`src/design/p2p_link_pkg.sv`:
```
// Shared widths, rate codes and types for the master-to-slave link model
// Imported by every RTL module of the link

package p2p_link_pkg;

  //////////////////////////////////////////////////
  // Widths and limits
  //////////////////////////////////////////////////

  localparam int PHY_W       = 320;
  localparam int GEN2_LANE_W = 80;
  localparam int GEN1_LANE_W = 40;
  localparam int MAX_RATIO   = 4;
  localparam int LOCK_WINDOW = 15;
  localparam int LAT_DEPTH   = 16;
  localparam int CNT_W       = 16;

  // Derived widths
  localparam int LAT_AW      = $clog2(LAT_DEPTH);
  localparam int LOCK_CNT_W  = $clog2(LOCK_WINDOW + 1);
  localparam int PHASE_W     = $clog2(MAX_RATIO);
  localparam int RATIO_W     = $clog2(MAX_RATIO + 1);

  // Lane counts per PHY word
  localparam int GEN2_LANES  = PHY_W / GEN2_LANE_W;
  localparam int GEN1_LANES  = PHY_W / GEN1_LANE_W;

  //////////////////////////////////////////////////
  // Rate codes
  //////////////////////////////////////////////////

  typedef logic [3:0] rate_t;

  // Code value equals chunks per packed word
  localparam rate_t RATE_FULL    = 4'd1;
  localparam rate_t RATE_HALF    = 4'd2;
  localparam rate_t RATE_QUARTER = 4'd4;

  //////////////////////////////////////////////////
  // Types
  //////////////////////////////////////////////////

  // Static link configuration
  typedef struct packed {
    logic       gen2;
    logic       asym;
    rate_t      slave_rate;
    logic [7:0] marker_loc;
    logic [7:0] m2s_latency;
    logic [7:0] s2m_latency;
    logic [7:0] master_dll_time;
    logic [7:0] slave_dll_time;
  } link_cfg_t;

  // Transfer enables for both ends of the link
  typedef struct packed {
    logic master_sl;
    logic master_ms;
    logic slave_sl;
    logic slave_ms;
  } xfer_en_t;

  // One PHY word, decoded as Gen2 or Gen1 lanes
  typedef union packed {
    logic [GEN2_LANES-1:0][GEN2_LANE_W-1:0] gen2_lanes;
    logic [GEN1_LANES-1:0][GEN1_LANE_W-1:0] gen1_lanes;
  } phy_word_u;

endpackage

```
`src/design/marker_gearbox.sv`:
```
// Full-rate master to slave gearbox
// Filters one lane per cycle and packs 1, 2 or 4 chunks into a wide word,
// aligned by a marker bit during the lock window and by a free phase after

module marker_gearbox
  import p2p_link_pkg::*;
(
  input  logic      m_wr_clk,
  input  logic      ns_adapter_rstn,
  input  link_cfg_t cfg,
  input  phy_word_u m2s_data_in,
  output phy_word_u packed_word,
  output logic      packed_valid,
  output logic      rate_error
);

  // Chunk holding register with the oldest chunk in entry 0
  typedef logic [MAX_RATIO-1:0][GEN2_LANE_W-1:0] chunk_arr_t;

  logic [GEN2_LANE_W-1:0] chunk_in;
  logic [GEN2_LANE_W-1:0] marker_shift;
  logic                   marker_hit;
  logic                   marker_take;
  logic                   rate_bad;
  logic [RATIO_W-1:0]     ratio;
  logic [PHASE_W-1:0]     last_phase;
  logic [PHASE_W-1:0]     phase;
  logic [PHASE_W-1:0]     phase_inc;
  logic [LOCK_CNT_W-1:0]  lock_cnt;
  logic                   lock_active;
  logic                   marker_seen;
  logic                   close_word;
  chunk_arr_t             chunks;
  chunk_arr_t             chunks_shr;
  chunk_arr_t             chunks_nxt;

  // Builds the wide word in the lane view of the current mode
  function automatic phy_word_u pack_word(input chunk_arr_t c,
                                          input logic [RATIO_W-1:0] n,
                                          input logic g2);
    phy_word_u w;
    w = '0;
    for (int i = 0; i < MAX_RATIO; i++)
    begin
      if (i < int'(n))
      begin
        if (g2)
          w.gen2_lanes[i] = c[i];
        else
          w.gen1_lanes[i] = c[i][GEN1_LANE_W-1:0];
      end
    end
    return w;
  endfunction

  //////////////////////////////////////////////////
  // Lane filter and rate decode
  //////////////////////////////////////////////////

  always_comb
  begin
    if (cfg.gen2)
      chunk_in = m2s_data_in.gen2_lanes[0];
    else
      chunk_in = GEN2_LANE_W'(m2s_data_in.gen1_lanes[0]);
  end

  always_comb
  begin
    case (cfg.slave_rate)
      RATE_FULL, RATE_HALF: rate_bad = 1'b0;
      RATE_QUARTER:         rate_bad = !cfg.gen2;
      default:              rate_bad = 1'b1;
    endcase
    // Symmetric mode forwards every chunk on its own
    if (cfg.asym)
      ratio = RATIO_W'(cfg.slave_rate);
    else
      ratio = RATIO_W'(RATE_FULL);
  end

  assign last_phase = PHASE_W'(ratio - 1'b1);
  assign phase_inc  = (phase == last_phase) ? '0 : phase + 1'b1;

  // Marker bit of the incoming chunk is zero beyond the lane width
  assign marker_shift = chunk_in >> cfg.marker_loc;
  assign marker_hit   = marker_shift[0];
  assign lock_active  = (lock_cnt != '0);
  assign marker_take  = cfg.asym && lock_active && marker_hit;

  //////////////////////////////////////////////////
  // Shift register and word close
  //////////////////////////////////////////////////

  assign chunks_shr = chunks >> GEN2_LANE_W;

  always_comb
  begin
    chunks_nxt = '0;
    for (int i = 0; i < MAX_RATIO; i++)
    begin
      if (i == int'(ratio) - 1)
        chunks_nxt[i] = chunk_in;
      else if (i < int'(ratio) - 1)
        chunks_nxt[i] = chunks_shr[i];
    end
  end

  always_comb
  begin
    if (!cfg.asym)
      close_word = 1'b1;
    else if (lock_active)
      close_word = marker_hit;
    else
      close_word = (phase == last_phase);
  end

  always_ff @(posedge m_wr_clk or negedge ns_adapter_rstn)
  begin
    if (!ns_adapter_rstn)
    begin
      chunks       <= '0;
      phase        <= '0;
      lock_cnt     <= LOCK_CNT_W'(LOCK_WINDOW);
      marker_seen  <= 1'b0;
      packed_valid <= 1'b0;
      rate_error   <= 1'b0;
    end
    else
    begin
      chunks       <= chunks_nxt;
      rate_error   <= rate_bad;
      packed_valid <= close_word && !rate_bad;
      // A marker inside the window realigns the phase
      if (marker_take)
      begin
        marker_seen <= 1'b1;
        phase       <= '0;
      end
      else
        phase <= phase_inc;
      if (marker_seen && lock_active)
        lock_cnt <= lock_cnt - 1'b1;
    end
  end

  always_ff @(posedge m_wr_clk)
  begin
    if (close_word)
      packed_word <= pack_word(chunks_nxt, ratio, cfg.gen2);
  end

endmodule

```
`config.mk`:
```
export PLATFORM = sky130hd
export DESIGN_NAME = marker_gearbox
export DESIGN_NICKNAME = d
export VERILOG_FILES = /design/src/design/p2p_link_pkg.sv /design/src/design/marker_gearbox.sv
export SDC_FILE = /design/constraint.sdc
export NUM_CORES = 1
export LEC_CHECK = 0
export BUFFER_PORTS_ARGS = -buffer_cell sky130_fd_sc_hd__buf_4
export CAP_MARGIN = 20
export CORE_AREA = 2 2 266 268
export DETAILED_ROUTE_END_ITERATION = 7
export DIE_AREA = 0 0 268 270
export HOLD_SLACK_MARGIN = 0.12
export SETUP_SLACK_MARGIN = 0.4
export SYNTH_ARGS = -nofsm -noshare
export SYNTH_HDL_FRONTEND = slang
export SYNTH_SLANG_ARGS = --single-unit
```
`constraint.sdc`:
```
create_clock -name m_wr_clk -period 18.4 [get_ports m_wr_clk]
set_clock_uncertainty 0.2 [all_clocks]
set_input_delay 1.84 -clock m_wr_clk [delete_from_list [all_inputs] [get_ports m_wr_clk]]
set_output_delay 1.84 -clock m_wr_clk [all_outputs]
set_load 0.005 [all_outputs]
```
==> out/qor.csv <==
stage,metric,value,unit
setup_path,cp_slowest_cell,buf_4,
place,place_congestion,0.8240,
synthesis,synth_top_family_by_area,simple AND/OR/NAND/NOR gates,
setup_path,worstReg2RegEnd,packed_word[223]$_SDFFCE_PN0P_,
synthesis,synth_top_area_cell,edfxtp_1,
setup_path,cpPeakStageDelay,0.81,ns
power,switching_share,27.54,%
synthesis,synthXorXnorAreaFrac,0.1542,%
setup_path,critPathLaunchType,input port,
floorplanning,die_height,270,um
place,dp.cells,3139,
power,switchingPower,0.9953,mW
synthesis,synth-edff-count,320,
final_layout,syn2layout_area_growth,27.43,%
min_path,min_from,chunks[299]$_DFF_PN0_,
setup_path,crit_top_cell,buf_4,
synthesis,ys_ff_latch,569,
flow_run,cap_violations,0,
detailed_routing,highest_layer,met5,
setup_path,endpoint_kind,register,
global_route,grt_pass1_wl,117400,um
cts,clockRootBuffer,clkbuf_16,
min_path,holdPathEnd,chunks[219]$_DFF_PN0_,
floorplanning,fp-row-count,97,
cts,hold_buffers,0,
detailed_routing,drc,0,
timing,layout_setup_ws,11.94,ns
cts,cts_buffers,66,
power,p_comb_share,17.6,%
global_route,grt_max_degree,123,
setup_path,worstSetupPathType,input port to register,
setup_path,critPathRequiredTime,18.42,ns
synthesis,yosys.area_share.simple,12.66,%
power,internal_power,2.618,mW
final_layout,finalInstanceArea,28950,um2
min_path,holdPathStages,2,
final_layout,post-route-util,41.63,%
synthesis,synth_cell_types,51,
timing,fmax,154.8,MHz
setup_path,path_cells,buf_4 > or3b_2 > o32ai_1 > a311oi_1 > o32ai_1 > o21ai_0 > nand2_4 > buf_16 > buf_4 > buf_16 > buf_4,
setup_path,worst_path_dominant_cell_family,buffers and inverters,
global_route,grt_remaining_overflow,0,
power,power.density,124.8,nW/um2
synthesis,synth_ff_type,edfxtp_1,
detailed_routing,wl_met1,34790,um
timing,final-setup-viol-count,0,
synthesis,async_flop_share,43.76,%
min_path,hold_class,register to register,
floorplanning,dieWidth,268,um
synthesis,ys_seq_area_share,69.75,%
final_layout,fin_nets,2644,
synthesis,synthMostInstantiatedCell,edfxtp_1,
cts,clkSlewWorstSetupHoldPaths,0.06,ns
synthesis,synth_top_cells_by_count,"edfxtp_1, dfrtp_1, nand2_1",
detailed_routing,route.met3.wl,9495,um
floorplanning,ios,690,
cts,tritoncts,done,
cts,cts_resized,0,
synthesis,synth.avg_cell_area,11.98,um2
place,portBuffers,417,
timing,min_period,6.461,ns
final_layout,layout-drive-gt1-share,24.70,%
place,dp_hpwl,53110,um
global_route,grt.total_usage,22.46,%
power,peakVddDrop,0.00007364,V
power,power_frac_seq,46.8,%
place,place_area,26730,um2
setup_path,startpoint,cfg[45],
synthesis,synth_compound_area_share,9.650,%
setup_path,worst-path-buf-inv,5,
timing,finalSetupTns,0,ns
final_layout,layout.cells.non_filler,3268,
cts,clockBufferDepth,3,
detailed_routing,dr.first_iter.drc_count,1861,
global_route,antenna_found_initial,9,
synthesis,synth_top_cell_area_share,42.30,%
timing,hold_viol,0,
cts,insertion_delay,0.60,ns
synthesis,syn-cell-area,22720,um2
detailed_routing,dr.pass1.iters,5,
timing,max_slew_margin,21.89,%
setup_path,rrSetupSlack,13.69,ns
synthesis,synth_nets,2269,
timing,fin_crit_sh,35.11,%
setup_path,r2r-start,lock_cnt[0]$_DFFE_PN1P_,
detailed_routing,num_vias,16910,
detailed_routing,routed_wl,82250,um
power,p_leak,13.71,nW
synthesis,synth_cells,1896,
place,post-place-ws,10.82,ns
setup_path,cp.arrival,6.48,ns
setup_path,crit_fanout,82,
detailed_routing,final_antenna_net_count,0,
synthesis,yosys-top-cells-area,"edfxtp_1, dfrtp_1, nand2_1, o22ai_1, nor2_1",
synthesis,synth-adder-area-share,0.2754,%
detailed_routing,via_per_inst,5.173,
floorplanning,die-area,72360,um2
setup_path,reg2reg_depth,11,
detailed_routing,drt-wirelength-per-cell,25.17,um
cts,htree_num_levels,3,
synthesis,synthMuxAreaShare,2.121,%
timing,worstMarginPinSlew,1.172,ns
floorplanning,core-area,69540,um2
synthesis,yosys_warnings,0,
floorplanning,initial_core_util,32.67,%
timing,rsz0062_at_grt,false,
timing,slew_violations,0,
power,clkPwrFrac,35.6,%
global_route,grt_pass1_vias,16780,
outcome,outcome,completed,
detailed_routing,wl_met2,35870,um
cts,cts_setup_buffers,0,
cts,clkSinkCount,569,
==> kinds of logic (layout without fill, tap and decap cells) <==
| kind of cell | count (synthesis) | in the layout |
|---|---|---|
| AOI/OAI and AO/OA | 354 | 354 |
| xor gates and xnor gates | 4 | 4 |
| adders and majority gates | 5 | 5 |
| buffers and inverters | 304 | 732 |
| DFF | 569 | 569 |
| muxes | 29 | 29 |
| other | 0 | 4 |
| and+or+nand+nor | 631 | 631 |
==> layer usage <==
metal / GRT usage (%) / up-vias
li1: - / 7375
met1: 30.86 / 8446
met2: 33.08 / 944
met3: 8.461 / 131
met4: 6.425 / 10
met5: 0 / -
==> power groups by stage <==
stage          clock, mW  sequential [mW]  combinational [mW]
2_1_floorplan          0             1.77               0.166
3_3_place_gp           0             1.72               0.627
3_5_place_dp           0             1.71               0.634
4_1_cts             1.30             1.69               0.635
5_1_grt             1.36             1.71               0.686
6_report            1.28             1.69               0.637
==> worst reg2reg max path, stage by stage, from the launching register on <==
cell,delay (ns)
dfstp_2,0.55
inv_1,0.05
ha_1,0.24
nand2_1,0.16
nand4b_1,0.12
o22ai_1,0.23
o21ai_0,0.27
nand2_4,0.47
buf_16,0.31
buf_4,0.45
buf_16,0.32
buf_4,0.85
==> through the flow <==
stage | hold slack (ns) | power, mW
2_1_floorplan | 0.2615 | 1.940
3_3_place_gp | 0.2702 | 2.343
3_5_place_dp | 0.2863 | 2.347
4_1_cts | 0.2981 | 3.634
5_1_grt | 0.3242 | 3.751
6_report | 0.2977 | 3.614
==> worst max path at each step <==
stage / slack [ns] / cells past startpoint / end
5_1_grt: 11.61 / 11 / packed_word[145]$_DFFE_PP_
3_5_place_dp: 10.82 / 9 / packed_word[104]$_DFFE_PP_
6_report: 11.94 / 11 / packed_word[223]$_SDFFCE_PN0P_
4_1_cts: 11.46 / 9 / packed_word[145]$_DFFE_PP_
2_1_floorplan: 7.38 / 7 / packed_word[0]$_SDFFCE_PP0P_
3_3_place_gp: 10.93 / 9 / packed_word[103]$_DFFE_PP_
==> registers in the layout, summed over array words and instances, names as in the netlist <==
signal / count
phase: 2
rate_error: 1
marker_seen: 1
packed_word: 320
lock_cnt: 4
packed_valid: 1
chunks: 240
==> final cells by class <==
type                       count  area, um2
multi-input combinational   1023       5768
fill                        6572      40590
timing repair buffer         444       3413
clock inverter                27      281.5
inverter                     167      626.9
antenna                        4      10.01
clock buffer                  94       1828
sequential                   569      15850
tap                          940       1176
==> layout by cell type (no fill, tap or decap), types with 4 or more instances in the layout <==
master,netlist,final
o22ai_1,123,123
o21ai_0,44,44
clkbuf_1,104,22
ha_1,5,5
mux4_2,6,6
a21oi_1,84,84
dfrtp_1,245,245
clkinv_8,0,4
nand2b_1,10,7
mux4_1,7,7
clkbuf_8,0,5
a22oi_1,40,40
and3_1,82,82
nor2_1,168,168
dfstp_2,4,4
clkinv_2,0,6
clkbuf_16,0,67
clkinvlp_4,0,5
edfxtp_1,320,320
nand3_1,82,82
nor2b_1,46,43
clkinv_1,0,4
inv_1,167,167
inv_6,0,4
nand2_1,223,219
o21a_1,41,41
diode_2,0,4
buf_4,1,439
mux2i_1,14,14
(Power assumes the default switching activity.)
