==> src/design/p2p_link_pkg.sv <==
// Shared widths, rate codes and types for the master-to-slave link model
// Imported by every RTL module of the link

package p2p_link_pkg;

  //////////////////////////////////////////////////
  // Widths and limits
  //////////////////////////////////////////////////

  localparam int PHY_W       = 320;
  localparam int GEN2_LANE_W = 80;
  localparam int GEN1_LANE_W = 40;
  localparam int MAX_RATIO   = 4;
  localparam int LOCK_WINDOW = 15;
  localparam int LAT_DEPTH   = 16;
  localparam int CNT_W       = 16;

  // Derived widths
  localparam int LAT_AW      = $clog2(LAT_DEPTH);
  localparam int LOCK_CNT_W  = $clog2(LOCK_WINDOW + 1);
  localparam int PHASE_W     = $clog2(MAX_RATIO);
  localparam int RATIO_W     = $clog2(MAX_RATIO + 1);

  // Lane counts per PHY word
  localparam int GEN2_LANES  = PHY_W / GEN2_LANE_W;
  localparam int GEN1_LANES  = PHY_W / GEN1_LANE_W;

  //////////////////////////////////////////////////
  // Rate codes
  //////////////////////////////////////////////////

  typedef logic [3:0] rate_t;

  // Code value equals chunks per packed word
  localparam rate_t RATE_FULL    = 4'd1;
  localparam rate_t RATE_HALF    = 4'd2;
  localparam rate_t RATE_QUARTER = 4'd4;

  //////////////////////////////////////////////////
  // Types
  //////////////////////////////////////////////////

  // Static link configuration
  typedef struct packed {
    logic       gen2;
    logic       asym;
    rate_t      slave_rate;
    logic [7:0] marker_loc;
    logic [7:0] m2s_latency;
    logic [7:0] s2m_latency;
    logic [7:0] master_dll_time;
    logic [7:0] slave_dll_time;
  } link_cfg_t;

  // Transfer enables for both ends of the link
  typedef struct packed {
    logic master_sl;
    logic master_ms;
    logic slave_sl;
    logic slave_ms;
  } xfer_en_t;

  // One PHY word, decoded as Gen2 or Gen1 lanes
  typedef union packed {
    logic [GEN2_LANES-1:0][GEN2_LANE_W-1:0] gen2_lanes;
    logic [GEN1_LANES-1:0][GEN1_LANE_W-1:0] gen1_lanes;
  } phy_word_u;

endpackage

==> src/design/link_bringup_timer.sv <==
// Post-reset bring-up timer for the link
// Raises the four transfer enables once the DLL and flight times have passed

module link_bringup_timer
  import p2p_link_pkg::*;
(
  input  logic      m_wr_clk,
  input  logic      ns_adapter_rstn,
  input  link_cfg_t cfg,
  output xfer_en_t  xfer_en
);

  logic [CNT_W-1:0] ready_cnt;
  logic [CNT_W-1:0] master_lat_term;
  logic [CNT_W-1:0] slave_lat_term;
  logic [CNT_W-1:0] master_ms_thr;
  logic [CNT_W-1:0] slave_ms_thr;
  logic [CNT_W-1:0] slave_sl_thr;
  logic [CNT_W-1:0] master_sl_thr;

  // Saturating cycle count since reset release
  always_ff @(posedge m_wr_clk or negedge ns_adapter_rstn)
  begin
    if (!ns_adapter_rstn)
      ready_cnt <= '0;
    else if (ready_cnt != '1)
      ready_cnt <= ready_cnt + 1'b1;
  end

  //////////////////////////////////////////////////
  // Thresholds
  //////////////////////////////////////////////////

  always_comb
  begin
    // Master side always runs at full rate
    master_lat_term = CNT_W'(cfg.s2m_latency) * CNT_W'(RATE_FULL);
    slave_lat_term  = CNT_W'(cfg.m2s_latency) * CNT_W'(cfg.slave_rate);

    // Master RX ready after S2M flight and master DLL lock
    master_ms_thr = CNT_W'(cfg.master_dll_time) + master_lat_term;
    // Slave hears about it one M2S flight later
    slave_ms_thr  = master_ms_thr + slave_lat_term;

    // Slave RX ready after M2S flight and slave DLL lock
    slave_sl_thr  = CNT_W'(cfg.slave_dll_time) + slave_lat_term;
    // Master hears about it one S2M flight later
    master_sl_thr = slave_sl_thr + master_lat_term;
  end

  always_comb
  begin
    xfer_en.master_ms = (ready_cnt > master_ms_thr);
    xfer_en.slave_ms  = (ready_cnt > slave_ms_thr);
    xfer_en.slave_sl  = (ready_cnt > slave_sl_thr);
    xfer_en.master_sl = (ready_cnt > master_sl_thr);
  end

endmodule

==> config.mk <==
export PLATFORM = sky130hd
export DESIGN_NAME = link_bringup_timer
export DESIGN_NICKNAME = d
export VERILOG_FILES = /design/src/design/p2p_link_pkg.sv /design/src/design/link_bringup_timer.sv
export SDC_FILE = /design/constraint.sdc
export NUM_CORES = 1
export LEC_CHECK = 0
export BUFFER_PORTS_ARGS = -buffer_cell sky130_fd_sc_hd__buf_2
export CORE_ASPECT_RATIO = 0.7
export CORE_MARGIN = 2
export CORE_UTILIZATION = 56
export CTS_BUF_LIST = sky130_fd_sc_hd__clkbuf_4 sky130_fd_sc_hd__clkbuf_8
export DETAILED_ROUTE_END_ITERATION = 8
export PLACE_DENSITY = 0.79
export SETUP_SLACK_MARGIN = 0.02
export SYNTH_ARGS = -nofsm -noshare
export SYNTH_HDL_FRONTEND = slang
export SYNTH_SLANG_ARGS = --single-unit
==> constraint.sdc <==
create_clock -name m_wr_clk -period 8.43 [get_ports m_wr_clk]
set_input_delay 1.686 -clock m_wr_clk [delete_from_list [all_inputs] [get_ports m_wr_clk]]
set_output_delay 1.686 -clock m_wr_clk [all_outputs]
set_load 0.005 [all_outputs]
==> flow_metrics.tcl, run 1 <==
set metrics [dict create \
    startpoint_type "input pin" \
    die_w_um 109 \
    clockRootBuffer "clkbuf_8" \
    powerDensity_nw_per_um2 259 \
    drv_cap 0 \
    nets 791 \
    fin_cells 722 \
    first_iter_violations 243 \
    dr.pass1.iters 5 \
    pin_count 52 \
    slew_violations 0 \
    cts_buffers 3 \
    ys_seq_area_frac 0.0931 \
    tightest_slew_ns 0.490 \
    clk_latency_ns 0.25 \
    synthFlopType "dfrtp_1" \
    synth_cell_types 53 \
    gr-usage-met3 0.0366 \
    ys_warn_count 0 \
    area_growth_pct 25.3 \
    grt_remaining_overflow 0 \
    hold_class "reg -> reg" \
    cts.sinks 16 \
    synthCells 516 \
    skew_ns 0.00384 \
    via_count 4086 \
    final_antenna_net_count 0 \
    vdd_drop_max_mv 0.154 \
    path_class "in -> out" \
    portBuffers 41 \
    dieArea_um2 8410 \
    wl_per_cell_um 15.8 \
    dp.cells 710 \
    route.detailed.drc 0 \
    htreeDepth 1 \
    largest_register_ffs 16 \
    status "complete, but fails checks" \
    cts_tree "done" \
    antenna_found_initial 0 \
    relSlewSlack 0.670 \
    leakagePower_nw 2.79 \
    grt_pass1_wl_mm 18.9 \
    crit_required_ns 6.74 \
    cp_slowest_cell "fa_1" \
    grt_util_met1 0.380 \
    use_met2 0.472 \
    cpMostUsedCell "ha_1" \
    synth.net_count 681 \
    core_area_um2 7380 \
    cts.reportedPaths.clkPinSlew_ns 0.07 \
    worst_slack_ns -0.793 \
    rsz0062_at_grt "yes" \
    grt_usage 0.278 \
    largest_register "ready_cnt" \
    cp_slowest_stage_delay_ns 0.52 \
    path_max_fanout 4 \
    row_count 26 \
    grt_max_degree 17 \
    grt_pass1_vias 4042 \
    drive_gt1_frac 0.244 \
    reg_top3 "ready_cnt: 16 flops" \
    async_reset_ff_frac 1.00 \
    fmax_ghz 0.108 \
    hold_viol_final 0 \
    syn_area_per_cell_um2 8.33 \
    ys_ff_latch 16 \
    viasPerCell 5.66 \
    netlist_area_um2 4300 \
    worstSetupEndpointType "primary output" \
    ctsHoldBuffers 0 \
    dieHeight_um 77.3 \
    grt_busiest_layer "met2" \
    hpwl_mm 9.22 \
    arrival_ns 7.54 \
    post-route-period-util 1.09 \
    totalPowerFinal_mw 1.40 \
    start_util 0.582 \
    fin_crit_ns 9.22 \
    synth_edf_count 0 \
    routed_wirelength_mm 11.4 \
    violations "negative setup slack" \
    n_antenna_cell 0 \
    finalSetupViolations 1 \
    place.gp.congestion 0.867 \
    cts_buffer_depth 2 \
]
-- cells in the final DEF, fill, tap and decap left out, drive strengths merged, types with 2 or more instances in the layout --
| master | n |
|---|---|
| a21o | 15 |
| a211oi | 4 |
| nor2 | 31 |
| ha | 101 |
| o21ai | 27 |
| o211ai | 6 |
| nor2b | 14 |
| o31a | 2 |
| a21boi | 3 |
| dfrtp | 16 |
| a21oi | 31 |
| buf | 106 |
| o21bai | 4 |
| and3 | 2 |
| nand2b | 8 |
| and4 | 2 |
| a31oi | 3 |
| or2 | 2 |
| o21a | 18 |
| nor3 | 5 |
| xor2 | 23 |
| nand4 | 13 |
| and2 | 28 |
| nand3 | 11 |
| a22oi | 3 |
| o31ai | 2 |
| xnor2 | 27 |
| or3 | 3 |
| fa | 16 |
| clkbuf | 3 |
| inv | 48 |
| nand2 | 32 |
-- timing repair --
| action | 4_1_cts | 5_1_grt |
|---|---|---|
| pin swaps | 26 | 27 |
| setup endpoints to repair | 2 | 3 |
| gates resized for setup | 19 | 21 |
| gates cloned | 0 | 0 |
| buffers inserted | 6 | 5 |
-- cells in the mapped netlist (3+ instances only) --
library cell,n,share of area
o21ai_0,25,0.029
nor2_1,30,0.026
nor3_1,5,0.0058
fa_1,16,0.074
inv_1,48,0.042
a22oi_1,3,0.0052
nor2b_1,13,0.019
o21bai_1,4,0.0070
ha_1,101,0.29
a31oi_1,3,0.0044
a21boi_0,3,0.0052
nand2b_1,8,0.012
nand4_1,13,0.019
nand3_1,11,0.013
a211oi_1,4,0.0070
and2_1,28,0.041
a21oi_1,31,0.036
xnor2_1,27,0.055
o21a_1,18,0.031
dfrtp_1,16,0.093
nand2_1,32,0.028
o211ai_1,6,0.010
a21o_1,15,0.026
or3_1,3,0.0044
xor2_1,22,0.045
-- final timing paths --
path | startpoint | to | slack, ns | cells past startpoint
max reg2reg | ready_cnt[3]$_DFFE_PN0P_ | ready_cnt[5]$_DFFE_PN0P_ | 6.10 | 7
max in group asynchronous | ns_adapter_rstn | ready_cnt[8]$_DFFE_PN0P_ | 6.81 | 1
min | ready_cnt[11]$_DFFE_PN0P_ | ready_cnt[11]$_DFFE_PN0P_ | 0.62 | 1
min in group asynchronous | ns_adapter_rstn | ready_cnt[9]$_DFFE_PN0P_ | 1.35 | 1
max | cfg[43] | xfer_en[3] | -0.79 | 30
min reg2reg | ready_cnt[11]$_DFFE_PN0P_ | ready_cnt[11]$_DFFE_PN0P_ | 0.62 | 1
-- power breakdown --
part           total (mW)  leakage (nW)  switching [mW]  internal, mW
registers          0.0768         0.209               0        0.0768
clock network      0.0593        0.0216          0.0276        0.0318
logic                1.26          2.56           0.628         0.634
-- worst max-delay path: cells and delay by family --
| kind | cells | cell delay, ns |
|---|---|---|
| AND/OR/NAND/NOR | 5 | 0.91 |
| AO/OA/AOI/OAI | 10 | 1.56 |
| buffers and inverters | 6 | 0.66 |
| XOR/XNOR | 3 | 0.52 |
| adder cells (fa/ha/maj) | 6 | 2.16 |
-- stage by stage --
| step | instance area (um^2) | hold slack (ns) | setup WS [ns] | util | setup TNS, ns |
|---|---|---|---|---|---|
| floorplan | 4350 | 0.537 | 0.0377 | - | 0 |
| global placement | 5100 | 0.600 | -0.746 | 0.690 | -0.746 |
| detailed placement | 5100 | 0.610 | -0.857 | 0.690 | -0.886 |
| CTS | 5300 | 0.621 | -0.620 | 0.718 | -0.620 |
| global route | 5390 | 0.653 | -0.984 | 0.729 | -1.20 |
| finish | 5390 | 0.622 | -0.793 | 0.729 | -0.793 |
-- per-layer routing --
metal,vias to the layer above,share of wire
met1,1895,0.47
li1,2062,-
met5,-,0
met2,108,0.47
met4,0,0.015
met3,21,0.040
-- layout make-up --
cell class                      count  area, um^2
Clock buffer                        3        41.3
Fill cell                         517        2000
Inverter                           48         180
Multi-Input combinational cell    451        3920
Sequential cell                    16         400
Tap cell                           98         123
Timing Repair Buffer              106         724
-- cells by family after synthesis --
group / after synthesis / synth area share
and+or+nand+nor: 157 / 0.192
buffers and inverters: 49 / 0.0428
muxes: 1 / 0.00262
DFF: 16 / 0.0931
xor gates and xnor gates: 50 / 0.104
adders and majority gates: 117 / 0.368
other: 1 / 0.000872
AOI/OAI and AO/OA: 125 / 0.196
(Power assumes the default switching activity.)
==> inputs of run 2 (changes only) <==
- CELL_PAD_IN_SITES_DETAIL_PLACEMENT: default -> 1
- CELL_PAD_IN_SITES_GLOBAL_PLACEMENT: default -> 2
- CORE_UTILIZATION: 56 -> 33
- PLACE_DENSITY: 0.79 -> 0.78
==> run 2 against run 1 <==
The flow still finishes with violations (negative setup slack). Routed wire length is 16% higher. Sequential cell count stayed put. Sequential power hardly changed. Hold slack better by 0.018 ns. Via count is 0.22% higher. Global-route usage is 8.9 points lower. Clock-buffer cell count is 1 higher. Die area is 66% higher. Clock power is 18% higher. Cell count is 11% higher. Critical path depth stayed put. Critical path type unchanged. Largest power group unchanged.
==> flow_metrics.tcl, run 2 (same netlist as run 1, synthesis figures left out) <==
set metrics [dict create \
    cts_buffers 3 \
    drv_cap 0 \
    largest_register "ready_cnt" \
    drive_gt1_frac 0.288 \
    hpwl_mm 11.3 \
    cp_slowest_stage_delay_ns 0.54 \
    finalSetupViolations 1 \
    vdd_drop_max_mv 0.0892 \
    cts.reportedPaths.clkPinSlew_ns 0.06 \
    path_max_fanout 4 \
    final_antenna_net_count 0 \
    slew_violations 0 \
    core_area_um2 12500 \
    place.gp.congestion 0.802 \
    crit_required_ns 6.74 \
    clk_latency_ns 0.26 \
    dr.pass1.iters 4 \
    final_common_cell "ha_1" \
    arrival_ns 7.46 \
    cts_tree "done" \
    largest_register_ffs 16 \
    relSlewSlack 0.663 \
    clockRootBuffer "clkbuf_8" \
    path_class "in -> out" \
    dieArea_um2 14000 \
    via_count 4095 \
    final_cell_mix "ha_1 (90), buf_4 (80), inv_1 (45), buf_2 (35), nand2_1 (29)" \
    dieHeight_um 99.5 \
    portBuffers 41 \
    tightest_slew_ns 0.505 \
    violations "negative setup slack" \
    routed_wirelength_mm 13.2 \
    area_growth_pct 33.3 \
    cts_buffer_depth 2 \
    reg_top3 "ready_cnt: 16 flops" \
    nets 806 \
    worst_slack_ns -0.711 \
    postLayoutCoreUtil 0.457 \
    dp.cells 789 \
    skew_ns 0.00961 \
    hold_viol_final 0 \
    htreeDepth 1 \
    row_count 34 \
    fin_cells 802 \
    worst_hold_slack_ns 0.641 \
    viasPerCell 5.11 \
    hold_class "reg -> reg" \
    cp_slowest_cell "fa_1" \
    grt_pass1_vias 4365 \
    leakagePower_nw 2.89 \
    powerDensity_nw_per_um2 262 \
    fin_crit_ns 9.14 \
    status "complete, but fails checks" \
    cts.sinks 16 \
    cpMostUsedCell "a21oi_2" \
    pre_cts_ws_ns -1.06 \
    post-route-period-util 1.08 \
    start_util 0.343 \
    grt_usage 0.190 \
    first_iter_violations 119 \
    fmax_ghz 0.109 \
    ctsHoldBuffers 0 \
    grt_max_degree 17 \
    grt_remaining_overflow 0 \
    worstSetupEndpointType "primary output" \
    die_w_um 140 \
    route.detailed.drc 0 \
    rsz0062_at_grt "yes" \
    wl_per_cell_um 16.5 \
    pin_count 52 \
    n_antenna_cell 0 \
    final.setup.tns_ns -0.711 \
    startpoint_type "input pin" \
    grt_pass1_wl_mm 21.8 \
    antenna_found_initial 0 \
]
run 2: power breakdown:
group / internal, mW / switching (mW) / leakage (nW)
Sequential: 0.0767 / 0 / 0.209
Clock: 0.0415 / 0.0284 / 0.0288
Combinational: 0.690 / 0.663 / 2.65
Total: 0.808 / 0.691 / 2.89
run 2: timing repair:
action	CTS	global route
setup endpoints to repair	3	3
pin swaps	22	36
resized for setup	28	38
setup buffers	5	7
run 2: layer usage:
metal  track usage  part of all wire  vias to the layer above  routed length, um
met2         0.320              0.46                       52               6090
met1         0.277              0.51                     1971               6790
li1              -                 -                     2068                  -
met3        0.0164             0.024                        4                316
met5             0                 0                        -                  0
met4        0.0132            0.0029                        0                 38
run 2: worst paths after layout:
path | startpoint | slack (ns) | cells after the start | to
worst max-delay path | cfg[26] | -0.71 | 30 | xfer_en[3]
worst min-delay path | ready_cnt[6]$_DFFE_PN0P_ | 0.64 | 1 | ready_cnt[6]$_DFFE_PN0P_
worst max register to register | ready_cnt[3]$_DFFE_PN0P_ | 6.03 | 7 | ready_cnt[9]$_DFFE_PN0P_
worst min register to register | ready_cnt[6]$_DFFE_PN0P_ | 0.64 | 1 | ready_cnt[6]$_DFFE_PN0P_
max in group asynchronous | ns_adapter_rstn | 6.81 | 1 | ready_cnt[7]$_DFFE_PN0P_
min in group asynchronous | ns_adapter_rstn | 1.34 | 1 | ready_cnt[8]$_DFFE_PN0P_
run 2: critical path: cells and delay by family:
kind,cells,cell delay [ns]
simple gates,6,0.79
buf+inv,3,0.27
xor+xnor,3,0.51
compound gates,12,2.11
fa+ha+maj,6,2.09
run 2: layout make-up:
type / count / area (um^2)
Sequential cell: 16 / 400
Timing Repair Buffer: 121 / 856
Inverter: 48 / 180
Tap cell: 162 / 203
Multi-Input combinational cell: 451 / 4040
Clock buffer: 4 / 55.1
Fill cell: 1490 / 6820
run 2: through the flow:
step	area [um^2]	total power, mW
4_1_cts	5510	1.43
6_report	5730	1.50
2_1_floorplan	4350	0.834
5_1_grt	5730	1.66
3_3_place_gp	5290	1.21
3_5_place_dp	5290	1.28
==> inputs of run 3 (changes only) <==
- ABC_AREA: default -> 1
- CORE_UTILIZATION: 33 -> 31
==> run 3 against run 2 <==
The flow still finishes with violations (negative setup slack). Clock-buffer cell count did not move. Register-to-register slack improved by 0.07 ns. Sequential cell count is the same. Combinational power is 18% higher. Worst setup slack gained 0.34 ns. Synthesized area rose by 6.7%. Critical path type unchanged. Critical endpoint unchanged.
==> flow_metrics.tcl, run 3 <==
set metrics [dict create \
    hold_class "reg -> reg" \
    fin_crit_ns 8.80 \
    skew_ns 0.00265 \
    synthCells 666 \
    rsz0062_at_grt "yes" \
    path_class "in -> out" \
    viasPerCell 4.88 \
    grt_max_degree 17 \
    async_reset_ff_frac 1.00 \
    hold_viol_final 0 \
    sw_frac_of_total 0.507 \
    grt_remaining_overflow 0 \
    place.gp.congestion 0.812 \
    startpoint_type "input pin" \
    place_area_um2 5520 \
    final_antenna_net_count 0 \
    htreeDepth 1 \
    cts.reportedPaths.clkPinSlew_ns 0.06 \
    cp_slowest_stage_delay_ns 0.55 \
    area_growth_pct 39.5 \
    power_frac_seq 0.044 \
    slew_violations 0 \
    grt_pass1_vias 5277 \
    synthTopCellsByCount "nand2_1 (140), inv_1 (128), ha_1 (101)" \
    synth_largest_area_cell "ha_1" \
    finalSetupViolations 2 \
    cts_buffer_depth 2 \
    core_area_um2 14600 \
    synth.area.top_cells "ha_1 (28%), nand2_1 (11%), inv_1 (10%)" \
    synthFlopType "dfrtp_1" \
    drive_gt1_frac 0.311 \
    fin_cells 993 \
    ys_warn_count 0 \
    dp.cells 960 \
    die_w_um 149 \
    row_count 37 \
    ys_ff_latch 16 \
    largest_register_ffs 16 \
    largest_register "ready_cnt" \
    power_switching_uw 877 \
    n_antenna_cell 0 \
    portBuffers 41 \
    routed_wirelength_mm 16.1 \
    first_iter_violations 165 \
    route.detailed.drc 0 \
    drv_cap 0 \
    netlist_area_um2 4590 \
    cts_tree "done" \
    hpwl_mm 12.6 \
    final_area_um2 6400 \
    p_comb_frac 0.916 \
    dr.pass1.iters 4 \
    cp_slowest_cell "fa_1" \
    internal_power_uw 852 \
    ys_seq_area_frac 0.0872 \
    clk_latency_ns 0.25 \
    powerDensity_nw_per_um2 270 \
    post-route-period-util 1.04 \
    fmax_ghz 0.114 \
    ctsHoldBuffers 0 \
    antenna_found_initial 0 \
    p_clk_frac 0.039 \
    grt_pass1_wl_mm 26.7 \
    crit_required_ns 6.74 \
    worst_slack_ns -0.369 \
    via_count 4842 \
    syn_area_per_cell_um2 6.89 \
    start_util 0.315 \
    postLayoutCoreUtil 0.439 \
    dieHeight_um 106 \
    leakagePower_nw 3.44 \
    arrival_ns 7.11 \
    yosysMostFrequentCell "nand2_1" \
    tightest_slew_ns 0.674 \
    synth_top_cell_area_share 0.275 \
    path_max_fanout 5 \
    final_cell_mix "nand2_1 (118), inv_1 (114), buf_4 (87), ha_1 (86), a21oi_1 (49)" \
    cts_buffers 3 \
    nets 964 \
    pin_count 52 \
    pre_cts_ws_ns -0.731 \
    vdd_drop_max_mv 0.0869 \
    cts.sinks 16 \
    status "complete, but fails checks" \
    dieArea_um2 15800 \
    clockRootBuffer "clkbuf_8" \
    final_common_cell "nand2_1" \
    reg_top3 "ready_cnt: 16 flops" \
    synth_cell_types 42 \
    worstSetupEndpointType "primary output" \
    relSlewSlack 0.545 \
    grt_usage 0.208 \
    synth_edf_count 0 \
    wl_per_cell_um 16.2 \
    violations "negative setup slack" \
    synth.net_count 831 \
    cpMostUsedCell "nand2_2" \
]
-- run 3: per-stage QoR --
stage / hold slack, ns / power, mW / TNS [ns]
2_1_floorplan: 0.469 / 0.847 / 0
3_3_place_gp: 0.487 / 1.23 / -0.596
3_5_place_dp: 0.533 / 1.29 / -0.823
4_1_cts: 0.546 / 1.50 / -0.613
5_1_grt: 0.571 / 1.92 / -1.24
6_report: 0.537 / 1.73 / -0.528
-- run 3: path summary, 6_finish.rpt --
path,startpoint,to,slack (ns),cells past startpoint
min,ready_cnt[0]$_DFFE_PN0P_,ready_cnt[0]$_DFFE_PN0P_,0.54,1
max reg2reg,ready_cnt[2]$_DFFE_PN0P_,ready_cnt[15]$_DFFE_PN0P_,6.10,7
max in group asynchronous,ns_adapter_rstn,ready_cnt[11]$_DFFE_PN0P_,6.82,1
min reg2reg,ready_cnt[0]$_DFFE_PN0P_,ready_cnt[0]$_DFFE_PN0P_,0.54,1
min in group asynchronous,ns_adapter_rstn,ready_cnt[13]$_DFFE_PN0P_,1.35,1
max,cfg[43],xfer_en[3],-0.37,32
-- run 3: final cells by class --
| type | count | area (um^2) |
|---|---|---|
| Tap cell | 195 | 244 |
| Timing Repair Buffer | 133 | 965 |
| Fill cell | 1843 | 8180 |
| Inverter | 129 | 487 |
| Sequential cell | 16 | 400 |
| Multi-Input combinational cell | 516 | 4250 |
| Clock buffer | 4 | 55.1 |
-- run 3: cells by family after synthesis --
kind of cell	Yosys count	synth area share
compound gates	107	0.135
simple gates	248	0.240
flops	16	0.0872
buf+inv	134	0.110
xor+xnor	43	0.0821
other cells	1	0.000817
fa+ha+maj	117	0.345
-- run 3: per-layer routing --
metal	vias up	GRT usage	wire (um)
met5	-	0	0
met4	0	0.0177	99
met3	10	0.0208	388
met2	50	0.355	7610
met1	2333	0.293	8000
li1	2449	-	-
-- run 3: power by group through the flow --
stage	sequential (mW)	clock [mW]	combinational, mW
after CTS	0.0768	0.0692	1.35
after global placement	0.0782	0	1.15
after global routing	0.0767	0.0720	1.77
final	0.0768	0.0677	1.59
after floorplan	0.0782	0	0.769
after detailed placement	0.0782	0	1.21
-- run 3: timing repair --
action / in CTS / in global routing
pin swaps: 42 / 54
buffers inserted: 21 / 12
resized for setup: 55 / 71
setup endpoints to repair: 2 / 3
-- run 3: worst max-delay path: cells and delay by family --
kind / cells / cell delay (ns)
AO/OA/AOI/OAI: 6 / 0.86
XOR/XNOR: 2 / 0.40
adder cells (fa/ha/maj): 6 / 2.24
buffers and inverters: 8 / 0.74
AND/OR/NAND/NOR: 10 / 1.14
